## config.mk

```make
export PLATFORM = sky130hd
export DESIGN_NAME = soc_tester_top
export DESIGN_NICKNAME = d
export VERILOG_FILES = /design/src/verilog/soc_bus_pkg.sv /design/src/verilog/tester_cmd_pkg.sv /design/src/verilog/soc_reset_sync.sv /design/src/verilog/soc_tester_top.sv /design/src/verilog/tester_decode.sv /design/src/verilog/tester_exec.sv /design/src/verilog/tester_result.sv /design/src/verilog/wb_ram.sv /design/src/verilog/wb_shared_arbiter.sv
export SDC_FILE = /design/constraint.sdc
export NUM_CORES = 2
export LEC_CHECK = 0
export BUFFER_PORTS_ARGS = -buffer_cell sky130_fd_sc_hd__buf_4
export CAP_MARGIN = 15
export CORE_AREA = 10 10 760 762
export CTS_CLUSTER_DIAMETER = 60
export DETAILED_ROUTE_END_ITERATION = 8
export DIE_AREA = 0 0 770 772
export GPL_ROUTABILITY_DRIVEN = 0
export HOLD_SLACK_MARGIN = 0.05
export PLACE_DENSITY = 0.49
export SYNTH_ARGS = -nofsm -noshare
export SYNTH_HDL_FRONTEND = slang
export SYNTH_HIERARCHICAL = 1
export SYNTH_SLANG_ARGS = --single-unit
```

## constraint.sdc

```tcl
create_clock -name clk -period 18.2 [get_ports clk]
set_clock_uncertainty 0.15 [all_clocks]
set_input_delay 0.91 -clock clk [delete_from_list [all_inputs] [get_ports clk]]
set_output_delay 0.91 -clock clk [all_outputs]
set_load 0.03 [all_outputs]
```

## src/verilog/soc_bus_pkg.sv

```systemverilog
package soc_bus_pkg;

   // ------------------------------
   // Shared memory geometry
   // ------------------------------

   localparam int ADDR_W    = 8;
   localparam int RAM_DEPTH = 256;
   localparam int DATA_W    = 16;

   // ------------------------------
   // Wishbone classic signal groups
   // ------------------------------

   // Master to slave, 27 bits
   typedef struct packed {
      logic              cyc;
      logic              stb;
      logic              we;
      logic [ADDR_W-1:0] adr;
      logic [DATA_W-1:0] dat;
   } wb_req_t;

   // Slave to master, 17 bits
   typedef struct packed {
      logic              ack;
      logic [DATA_W-1:0] dat;   // Read data, valid with ack
   } wb_rsp_t;

endpackage

```

## src/verilog/tester_cmd_pkg.sv

```systemverilog
package tester_cmd_pkg;

   localparam logic [soc_bus_pkg::DATA_W-1:0] MASK_ALL = '1;

   typedef enum logic [1:0] {
      CMD_WRITE    = 2'd0,
      CMD_CHECK    = 2'd1,
      CMD_SET_MASK = 2'd2,
      CMD_FINISH   = 2'd3
   } cmd_op_e;

   // ------------------------------
   // Host command word views
   // ------------------------------

   // Used by CMD_WRITE and CMD_CHECK
   typedef struct packed {
      cmd_op_e                          opcode;
      logic [soc_bus_pkg::ADDR_W-1:0]   addr;
      logic [5:0]                       pad;
      logic [soc_bus_pkg::DATA_W-1:0]   data;
   } cmd_access_t;

   // Used by CMD_SET_MASK and CMD_FINISH
   typedef struct packed {
      cmd_op_e                          opcode;
      logic [7:0]                       finish_code;
      logic [5:0]                       pad;
      logic [soc_bus_pkg::DATA_W-1:0]   mask;
   } cmd_ctrl_t;

   typedef union packed {
      cmd_access_t access;
      cmd_ctrl_t   ctrl;
   } tester_cmd_u;

   // ------------------------------
   // Stage to stage records
   // ------------------------------

   typedef struct packed {
      cmd_op_e                          kind;
      logic [soc_bus_pkg::ADDR_W-1:0]   addr;
      logic [soc_bus_pkg::DATA_W-1:0]   data;
      logic [soc_bus_pkg::DATA_W-1:0]   mask;
      logic [7:0]                       finish_code;
   } tester_op_t;

   typedef struct packed {
      logic                             valid;
      cmd_op_e                          kind;
      logic [soc_bus_pkg::ADDR_W-1:0]   addr;
      logic [soc_bus_pkg::DATA_W-1:0]   rdata;
      logic [soc_bus_pkg::DATA_W-1:0]   expected;
      logic [soc_bus_pkg::DATA_W-1:0]   mask;
      logic [7:0]                       finish_code;
   } check_t;

endpackage

```

## src/verilog/soc_reset_sync.sv

```systemverilog
`timescale 1ns/1ns

module soc_reset_sync (
   input  logic clk,
   input  logic reset,
   input  logic init_done,
   output logic rst
);

   logic [1:0] sync_q;

   // Held while the RAM is still clearing
   always_ff @(posedge clk) begin
      if (reset || !init_done) begin
         sync_q <= 2'b11;
      end else begin
         sync_q <= {sync_q[0], 1'b0};   // Two cycles of release delay
      end
   end

   assign rst = sync_q[1];

endmodule

```

## src/verilog/soc_tester_top.sv

```systemverilog
`timescale 1ns/1ns

module soc_tester_top (
   input  logic                        clk,
   input  logic                        reset,
   input  logic                        cmd_cyc,
   input  logic                        cmd_stb,
   input  tester_cmd_pkg::tester_cmd_u cmd_dat,
   output logic                        cmd_ack,
   input  soc_bus_pkg::wb_req_t        sut_req,
   output soc_bus_pkg::wb_rsp_t        sut_rsp,
   input  logic                        sut_trap,
   output logic                        trap,
   output logic                        done,
   output logic [7:0]                  err_count,
   output logic [7:0]                  fail_addr,
   output logic [7:0]                  finish_code
);

   import soc_bus_pkg::*;
   import tester_cmd_pkg::*;

   logic       rst;
   logic       init_done;
   logic       op_valid;
   logic       op_ready;
   tester_op_t op;
   check_t     check;
   wb_req_t    exec_req;
   wb_rsp_t    exec_rsp;
   wb_req_t    ram_req;
   wb_rsp_t    ram_rsp;

   // ------------------------------
   // Reset held until RAM is clear
   // ------------------------------

   soc_reset_sync rst_sync_i (
      .clk(clk), .reset(reset), .init_done(init_done), .rst(rst)
   );

   // ------------------------------
   // Tester pipeline
   // ------------------------------

   tester_decode decode_i (
      .clk(clk), .rst(rst),
      .cmd_cyc(cmd_cyc), .cmd_stb(cmd_stb), .cmd_dat(cmd_dat), .cmd_ack(cmd_ack),
      .op_valid(op_valid), .op(op), .op_ready(op_ready)
   );

   tester_exec exec_i (
      .clk(clk), .rst(rst),
      .op_valid(op_valid), .op(op), .op_ready(op_ready),
      .wb_req(exec_req), .wb_rsp(exec_rsp), .check(check)
   );

   // SUT trap merges into the sticky trap
   tester_result result_i (
      .clk(clk), .rst(rst), .check(check), .sut_trap(sut_trap),
      .trap(trap), .done(done), .err_count(err_count),
      .fail_addr(fail_addr), .finish_code(finish_code)
   );

   // ------------------------------
   // Shared memory path
   // ------------------------------

   wb_shared_arbiter arb_i (
      .clk(clk), .rst(rst),
      .m0_req(exec_req), .m0_rsp(exec_rsp),   // Tester
      .m1_req(sut_req), .m1_rsp(sut_rsp),     // Unit under test
      .s_req(ram_req), .s_rsp(ram_rsp)
   );

   wb_ram ram_i (
      .clk(clk), .reset(reset), .req(ram_req), .rsp(ram_rsp), .init_done(init_done)
   );

endmodule

```

## src/verilog/tester_decode.sv

```systemverilog
`timescale 1ns/1ns

module tester_decode (
   input  logic                        clk,
   input  logic                        rst,
   input  logic                        cmd_cyc,
   input  logic                        cmd_stb,
   input  tester_cmd_pkg::tester_cmd_u cmd_dat,
   output logic                        cmd_ack,
   output logic                        op_valid,
   output tester_cmd_pkg::tester_op_t  op,
   input  logic                        op_ready
);

   import tester_cmd_pkg::*;
   import soc_bus_pkg::*;

   logic              hold_valid;
   tester_op_t        hold_op;
   tester_op_t        next_op;
   logic [DATA_W-1:0] mask_q;
   logic              is_mask;
   logic              slot_free;
   logic              accept;

   assign is_mask   = (cmd_dat.access.opcode == CMD_SET_MASK);
   assign slot_free = !hold_valid || op_ready;   // Empty or emptying
   // One word per ack, never two acks in a row
   assign accept    = cmd_cyc && cmd_stb && !cmd_ack && (slot_free || is_mask);

   // The opcode picks which view of the word is meaningful
   always_comb begin
      next_op      = '0;
      next_op.kind = cmd_dat.access.opcode;
      next_op.mask = mask_q;
      case (cmd_dat.access.opcode)
         CMD_WRITE, CMD_CHECK: begin
            next_op.addr = cmd_dat.access.addr;
            next_op.data = cmd_dat.access.data;
         end
         CMD_FINISH: next_op.finish_code = cmd_dat.ctrl.finish_code;
         default: ;
      endcase
   end

   always_ff @(posedge clk) begin
      if (rst) begin
         cmd_ack    <= 1'b0;
         hold_valid <= 1'b0;
         mask_q     <= MASK_ALL;
      end else begin
         cmd_ack <= accept;
         if (accept && !is_mask) begin
            hold_valid <= 1'b1;
         end else if (op_ready) begin
            hold_valid <= 1'b0;
         end
         if (accept && is_mask) mask_q <= cmd_dat.ctrl.mask;   // Applies to later checks
      end
   end

   always_ff @(posedge clk) begin
      if (accept && !is_mask) hold_op <= next_op;
   end

   assign op_valid = hold_valid;
   assign op       = hold_op;

endmodule

```

## src/verilog/tester_exec.sv

```systemverilog
`timescale 1ns/1ns

module tester_exec (
   input  logic                       clk,
   input  logic                       rst,
   input  logic                       op_valid,
   input  tester_cmd_pkg::tester_op_t op,
   output logic                       op_ready,
   output soc_bus_pkg::wb_req_t       wb_req,
   input  soc_bus_pkg::wb_rsp_t       wb_rsp,
   output tester_cmd_pkg::check_t     check
);

   import soc_bus_pkg::*;
   import tester_cmd_pkg::*;

   logic              busy;
   logic              chk_valid;
   tester_op_t        cur_op;
   logic [DATA_W-1:0] rdata_q;
   logic              take;

   assign op_ready = !busy;
   assign take     = op_valid && !busy;

   // ------------------------------
   // Bus cycle control
   // ------------------------------

   always_ff @(posedge clk) begin
      if (rst) begin
         busy      <= 1'b0;
         chk_valid <= 1'b0;
      end else begin
         chk_valid <= 1'b0;
         if (take) begin
            // Finish skips the bus but keeps its place in line
            if (op.kind == CMD_FINISH) chk_valid <= 1'b1;
            else busy <= 1'b1;
         end else if (busy && wb_rsp.ack) begin
            busy      <= 1'b0;
            chk_valid <= 1'b1;   // Record follows the ack
         end
      end
   end

   always_ff @(posedge clk) begin
      if (take) cur_op <= op;
      if (busy && wb_rsp.ack) rdata_q <= wb_rsp.dat;
   end

   // Held stable from accept until ack
   always_comb begin
      wb_req.cyc = busy;
      wb_req.stb = busy;
      wb_req.we  = (cur_op.kind == CMD_WRITE);
      wb_req.adr = cur_op.addr;
      wb_req.dat = cur_op.data;
   end

   always_comb begin
      check.valid       = chk_valid;
      check.kind        = cur_op.kind;
      check.addr        = cur_op.addr;
      check.rdata       = rdata_q;
      check.expected    = cur_op.data;
      check.mask        = cur_op.mask;
      check.finish_code = cur_op.finish_code;
   end

endmodule

```

## src/verilog/tester_result.sv

```systemverilog
`timescale 1ns/1ns

module tester_result (
   input  logic                   clk,
   input  logic                   rst,
   input  tester_cmd_pkg::check_t check,
   input  logic                   sut_trap,
   output logic                   trap,
   output logic                   done,
   output logic [7:0]             err_count,
   output logic [7:0]             fail_addr,
   output logic [7:0]             finish_code
);

   import tester_cmd_pkg::*;

   logic is_fail;
   logic is_finish;

   // Only bits under the mask count
   assign is_fail   = check.valid && (check.kind == CMD_CHECK) &&
                      (((check.rdata ^ check.expected) & check.mask) != '0);
   assign is_finish = check.valid && (check.kind == CMD_FINISH);

   always_ff @(posedge clk) begin
      if (rst) begin
         trap      <= 1'b0;
         done      <= 1'b0;
         err_count <= '0;
      end else begin
         if (is_fail || sut_trap) trap <= 1'b1;   // Sticky
         if (is_fail && err_count != 8'hff) err_count <= err_count + 8'd1;
         if (is_finish) done <= 1'b1;
      end
   end

   always_ff @(posedge clk) begin
      if (is_fail) fail_addr <= check.addr;
      if (is_finish) finish_code <= check.finish_code;
   end

endmodule

```

## src/verilog/wb_ram.sv

```systemverilog
`timescale 1ns/1ns

module wb_ram (
   input  logic                 clk,
   input  logic                 reset,
   input  soc_bus_pkg::wb_req_t req,
   output soc_bus_pkg::wb_rsp_t rsp,
   output logic                 init_done
);

   import soc_bus_pkg::*;

   logic [DATA_W-1:0] mem [RAM_DEPTH];
   logic [ADDR_W-1:0] clr_addr;
   logic [DATA_W-1:0] rdata_q;
   logic              ack_q;
   logic              hit;

   assign hit = init_done && req.cyc && req.stb && !ack_q;   // First cycle of a request

   // Clear sweep after reset
   always_ff @(posedge clk) begin
      if (reset) begin
         clr_addr  <= '0;
         init_done <= 1'b0;
         ack_q     <= 1'b0;
      end else begin
         ack_q <= hit;
         if (!init_done) begin
            clr_addr <= clr_addr + 1'b1;
            if (clr_addr == ADDR_W'(RAM_DEPTH - 1)) init_done <= 1'b1;
         end
      end
   end

   always_ff @(posedge clk) begin
      if (!init_done) begin
         mem[clr_addr] <= '0;
      end else if (hit && req.we) begin
         mem[req.adr] <= req.dat;
      end
      if (hit) rdata_q <= mem[req.adr];   // Lines up with ack
   end

   assign rsp.ack = ack_q;
   assign rsp.dat = rdata_q;

endmodule

```

## src/verilog/wb_shared_arbiter.sv

```systemverilog
`timescale 1ns/1ns

module wb_shared_arbiter (
   input  logic                 clk,
   input  logic                 rst,
   input  soc_bus_pkg::wb_req_t m0_req,
   output soc_bus_pkg::wb_rsp_t m0_rsp,
   input  soc_bus_pkg::wb_req_t m1_req,
   output soc_bus_pkg::wb_rsp_t m1_rsp,
   output soc_bus_pkg::wb_req_t s_req,
   input  soc_bus_pkg::wb_rsp_t s_rsp
);

   import soc_bus_pkg::*;

   logic [1:0] gnt;        // One-hot, zero when idle
   logic       last_sel;   // Winner of the previous grant
   logic       pick;
   logic       owner_cyc;

   // Last winner loses a tie
   assign pick      = m1_req.cyc && (!m0_req.cyc || !last_sel);
   assign owner_cyc = (gnt[0] && m0_req.cyc) || (gnt[1] && m1_req.cyc);

   always_ff @(posedge clk) begin
      if (rst) begin
         gnt      <= 2'b00;
         last_sel <= 1'b1;
      end else if (gnt == 2'b00) begin
         if (m0_req.cyc || m1_req.cyc) begin
            gnt      <= pick ? 2'b10 : 2'b01;
            last_sel <= pick;
         end
      end else if (!owner_cyc) begin
         gnt <= 2'b00;   // Released after cyc drops
      end
   end

   // ------------------------------
   // Request and response muxing
   // ------------------------------

   always_comb begin
      s_req = '0;
      if (gnt[0]) s_req = m0_req;
      else if (gnt[1]) s_req = m1_req;
   end

   assign m0_rsp = gnt[0] ? s_rsp : '0;
   assign m1_rsp = gnt[1] ? s_rsp : '0;

endmodule
```

==> impl_metrics.toml <==
[synthesis]
syn_area_sq_um = 168000
syn_avg_cell_area_sq_um = 20.8
yosys.area_share.simple_pct = 2.75
yosysUniqueCellTypes = 97
synth_top_family_by_area = "multiplexers"
yosysWarnings = 6
synthCells = 8094
synthAdderAreaFrac_pct = 0.0149
ys_seq_area_share_pct = 76.4
synth_ff_type = "edfxtp_1"
synth_xor_area_share_pct = 0.115
syn-num-nets = 8160
synthArstFlopShare_pct = 0
synth.area.top_cells = "edfxtp_1 (76%), mux4_2 (7.7%), mux2i_1 (3.9%)"
synth.largest_area_cell = "edfxtp_1"
yosys-mux-area-fraction_pct = 14.2
ys_ff_latch = 4289
synth_compound_area_share_pct = 3.91
synth.top_cell.area_share_pct = 75.8
synth_edf_count = 4244

[sta]
holdWs_ns = 0.241
fmax_mhz = 120
period_needed_ns = 8.30
rsz0062_at_grt = "false"
finalSetupViolations = 0
slew_violations = 0
max_slew.worst_pin.slew_ns = 1.35
fin_tns_setup_ns = 0
max-slew-margin-rel_pct = 9.91
hold_viol = 0
fin_crit_sh_pct = 45.6

[route]
wirelength_um = 504000
drt-pass1-iter-count = 5
detail_route.wl_per_cell_um = 30.6
antenna_left = 0
drtIter0Drc = 9876
route.detailed.drc = 0
vias_per_cell = 5.17
vias = 85069

[worst_setup_path]
path_common_cell = "buf_4"
path_max_fanout = 43
critPathRequiredTime_ns = 18.83
slowest_delay_ns = 0.82
path_cells = "nor2b_2 -> a22o_4 -> buf_4 -> buf_4 -> buf_4 -> buf_4 -> buf_4 -> mux2i_1 -> o221ai_1 -> o21ai_0 -> and3_1 -> nor4_1 -> nand4_1 -> nor4_1"
end_kind = "register"
critPathLaunchType = "register"
crit_type = "reg -> reg"
crit_arrival_ns = 8.93
slowest_stage = "dfxtp_1"

[job]
maxCapViolations = 0

[floorplanning]
die_w_um = 770
row_count = 276
die_area_sq_um = 594000
pin_count = 108
core_area_sq_um = 563000
die_h_um = 772
start_util_pct = 29.9

[power]
power_density_nw_per_um2 = 102
max-vdd-ir-drop_v = 0.0000783
p_leak_nw = 60.3

[cells_and_area]
seqCellArea_sq_um = 128000
final_nets = 8639
drive_gt1_share_pct = 22.1
area_growth_pct = 14.2
fill_cells = 52629
multiInputGateArea_sq_um = 35900

[global_routing]
grt_overflow = 0
grt_pass1_vias = 84557
antenna_found_initial = 36
grt_pass1_wl_um = 693000
grt_usage_pct = 16.3
grt_max_degree = 194

[clock_network]
worstSkewPairLatency_ns = 1.01
clk_path_buf_depth = 4
post_cts_resized = 0
cts_root_buffer = "clkbuf_16"
clk_pin_slew_worst_paths_ns = 0.07
htree_levels = 5
postCtsSetupBuffers = 0
cts_sinks = 4289
cts_tree = "done"
numCtsBuffers = 429

[place]
hpwl_um = 311000
io_buffers = 101

[hold_path]
hp-class = "in -> reg"

[run_status]
status = "complete, no violations"
==> kinds of logic after synthesis <==
family,count (synthesis)
DFF,4289
AOI/OAI and AO/OA,910
muxes,1422
adders and majority gates,2
and+or+nand+nor,933
buffers and inverters,516
xor gates and xnor gates,22
==> final timing paths <==
kind                   start                end  slack, ns  depth (start not counted)
max             arb_i/gnt[1]  ram_i/rdata_q[10]       9.90                         14
min              cmd_dat[31]    decode_i/op[49]       0.24                          1
max reg2reg     arb_i/gnt[1]  ram_i/rdata_q[10]       9.90                         14
min reg2reg  decode_i/op[10]   exec_i/check[10]       0.27                          0
==> synthesized netlist by cell type (all sizes together), types with 8 or more instances <==
master and count:
a2111oi 25, a211oi 47, nor4 32, nor2 343, inv 8, nor2b 43
a211o 20, nand2 156, mux4 724, o221ai 178, nand3 49, dfxtp 45
and2 41, a221oi 37, and3 56, mux2 48, o22ai 109, a22o 44
xor2 19, a22oi 132, clkbuf 193, a311oi 8, nor3 61, nand2b 26
edfxtp 4244, a31oi 20, mux2i 650, or3 11, a21oi 145, o21ai 101
nand4 49, or2 21, buf 314
==> layer usage <==
layer  vias to the layer above  global-route usage [%]  wire length [um]
met5                         -                       0                13
met2                      3343                    26.5            238000
met3                       665                    2.24             32900
li1                      34904                       -                 -
met4                         2                    5.64             19100
met1                     46155                    22.6            214000
==> placed cells by master (no fill, tap or decap), types with 39 or more instances in the layout <==
master,netlist,layout
nor2_2,0,98
clkinv_1,1,94
nor3_1,61,57
nand2_1,154,154
a22oi_1,132,132
nand3_1,49,49
o21ai_0,95,93
mux2_2,48,48
nand4_1,49,49
and2_1,40,39
mux4_2,575,575
clkinv_2,0,92
buf_4,58,494
mux4_1,149,149
a211oi_1,47,45
a21oi_1,145,145
clkbuf_1,138,89
mux2i_1,650,650
edfxtp_1,4244,4244
clkbuf_16,0,433
nor2_1,343,244
dfxtp_1,45,44
o22ai_1,106,106
o221ai_1,176,176
==> final cells by class <==
type,instances,area share (%)
Clock inverter,272,1.34
Inverter,9,0.0215
Antenna cell,7,0.00912
Clock buffer,524,5.83
Timing Repair Buffer,555,2.37
Multi-Input combinational cell,3289,18.7
Sequential cell,4289,66.8
Tap cell,7506,4.89
==> per-stage QoR <==
step	utilization [%]	power, mW	setup WS [ns]	instances	instance area [sq um]
2_1_floorplan	-	11.0	11.65	8094	168000
3_3_place_gp	31.5	11.0	9.84	15596	178000
3_5_place_dp	31.6	11.0	9.86	15615	178000
4_1_cts	34.1	19.7	9.82	16439	192000
5_1_grt	34.1	20.1	9.51	16445	192000
6_report	34.1	19.6	9.90	16451	192000
==> worst max-delay path, delay by kind of cell (launching register included) <==
family | cells | cell delay [ns]
compound gates | 3 | 0.92
buf+inv | 5 | 3.27
flops | 1 | 0.82
mux | 1 | 0.16
simple gates | 5 | 2.52
==> registers in the layout, indices dropped and copies added, names as in the netlist, 8 cells and up <==
register	cells
ram_i/mem	4096
ram_i/clr_addr	8
decode_i/op	50
result_i/fail_addr	8
ram_i/rdata_q	16
exec_i/check	50
decode_i/mask_q	16
result_i/err_count	8
result_i/finish_code	8
exec_i/rdata_q	16
==> report_power, final <==
part           internal, mW  total (mW)  switching, mW
sequential             10.7        10.7        0.00438
clock                  4.92        8.73           3.80
combinational        0.0330       0.121         0.0883
total                  15.7        19.6           3.89
==> repair_timing <==
| action | 4_1_cts | 5_1_grt |
|---|---|---|
| hold endpoints to repair | 58 | 0 |
| setup endpoints to repair | 0 | 0 |
| hold buffers | 28 | 0 |
Power figures use the tool's default switching activity.
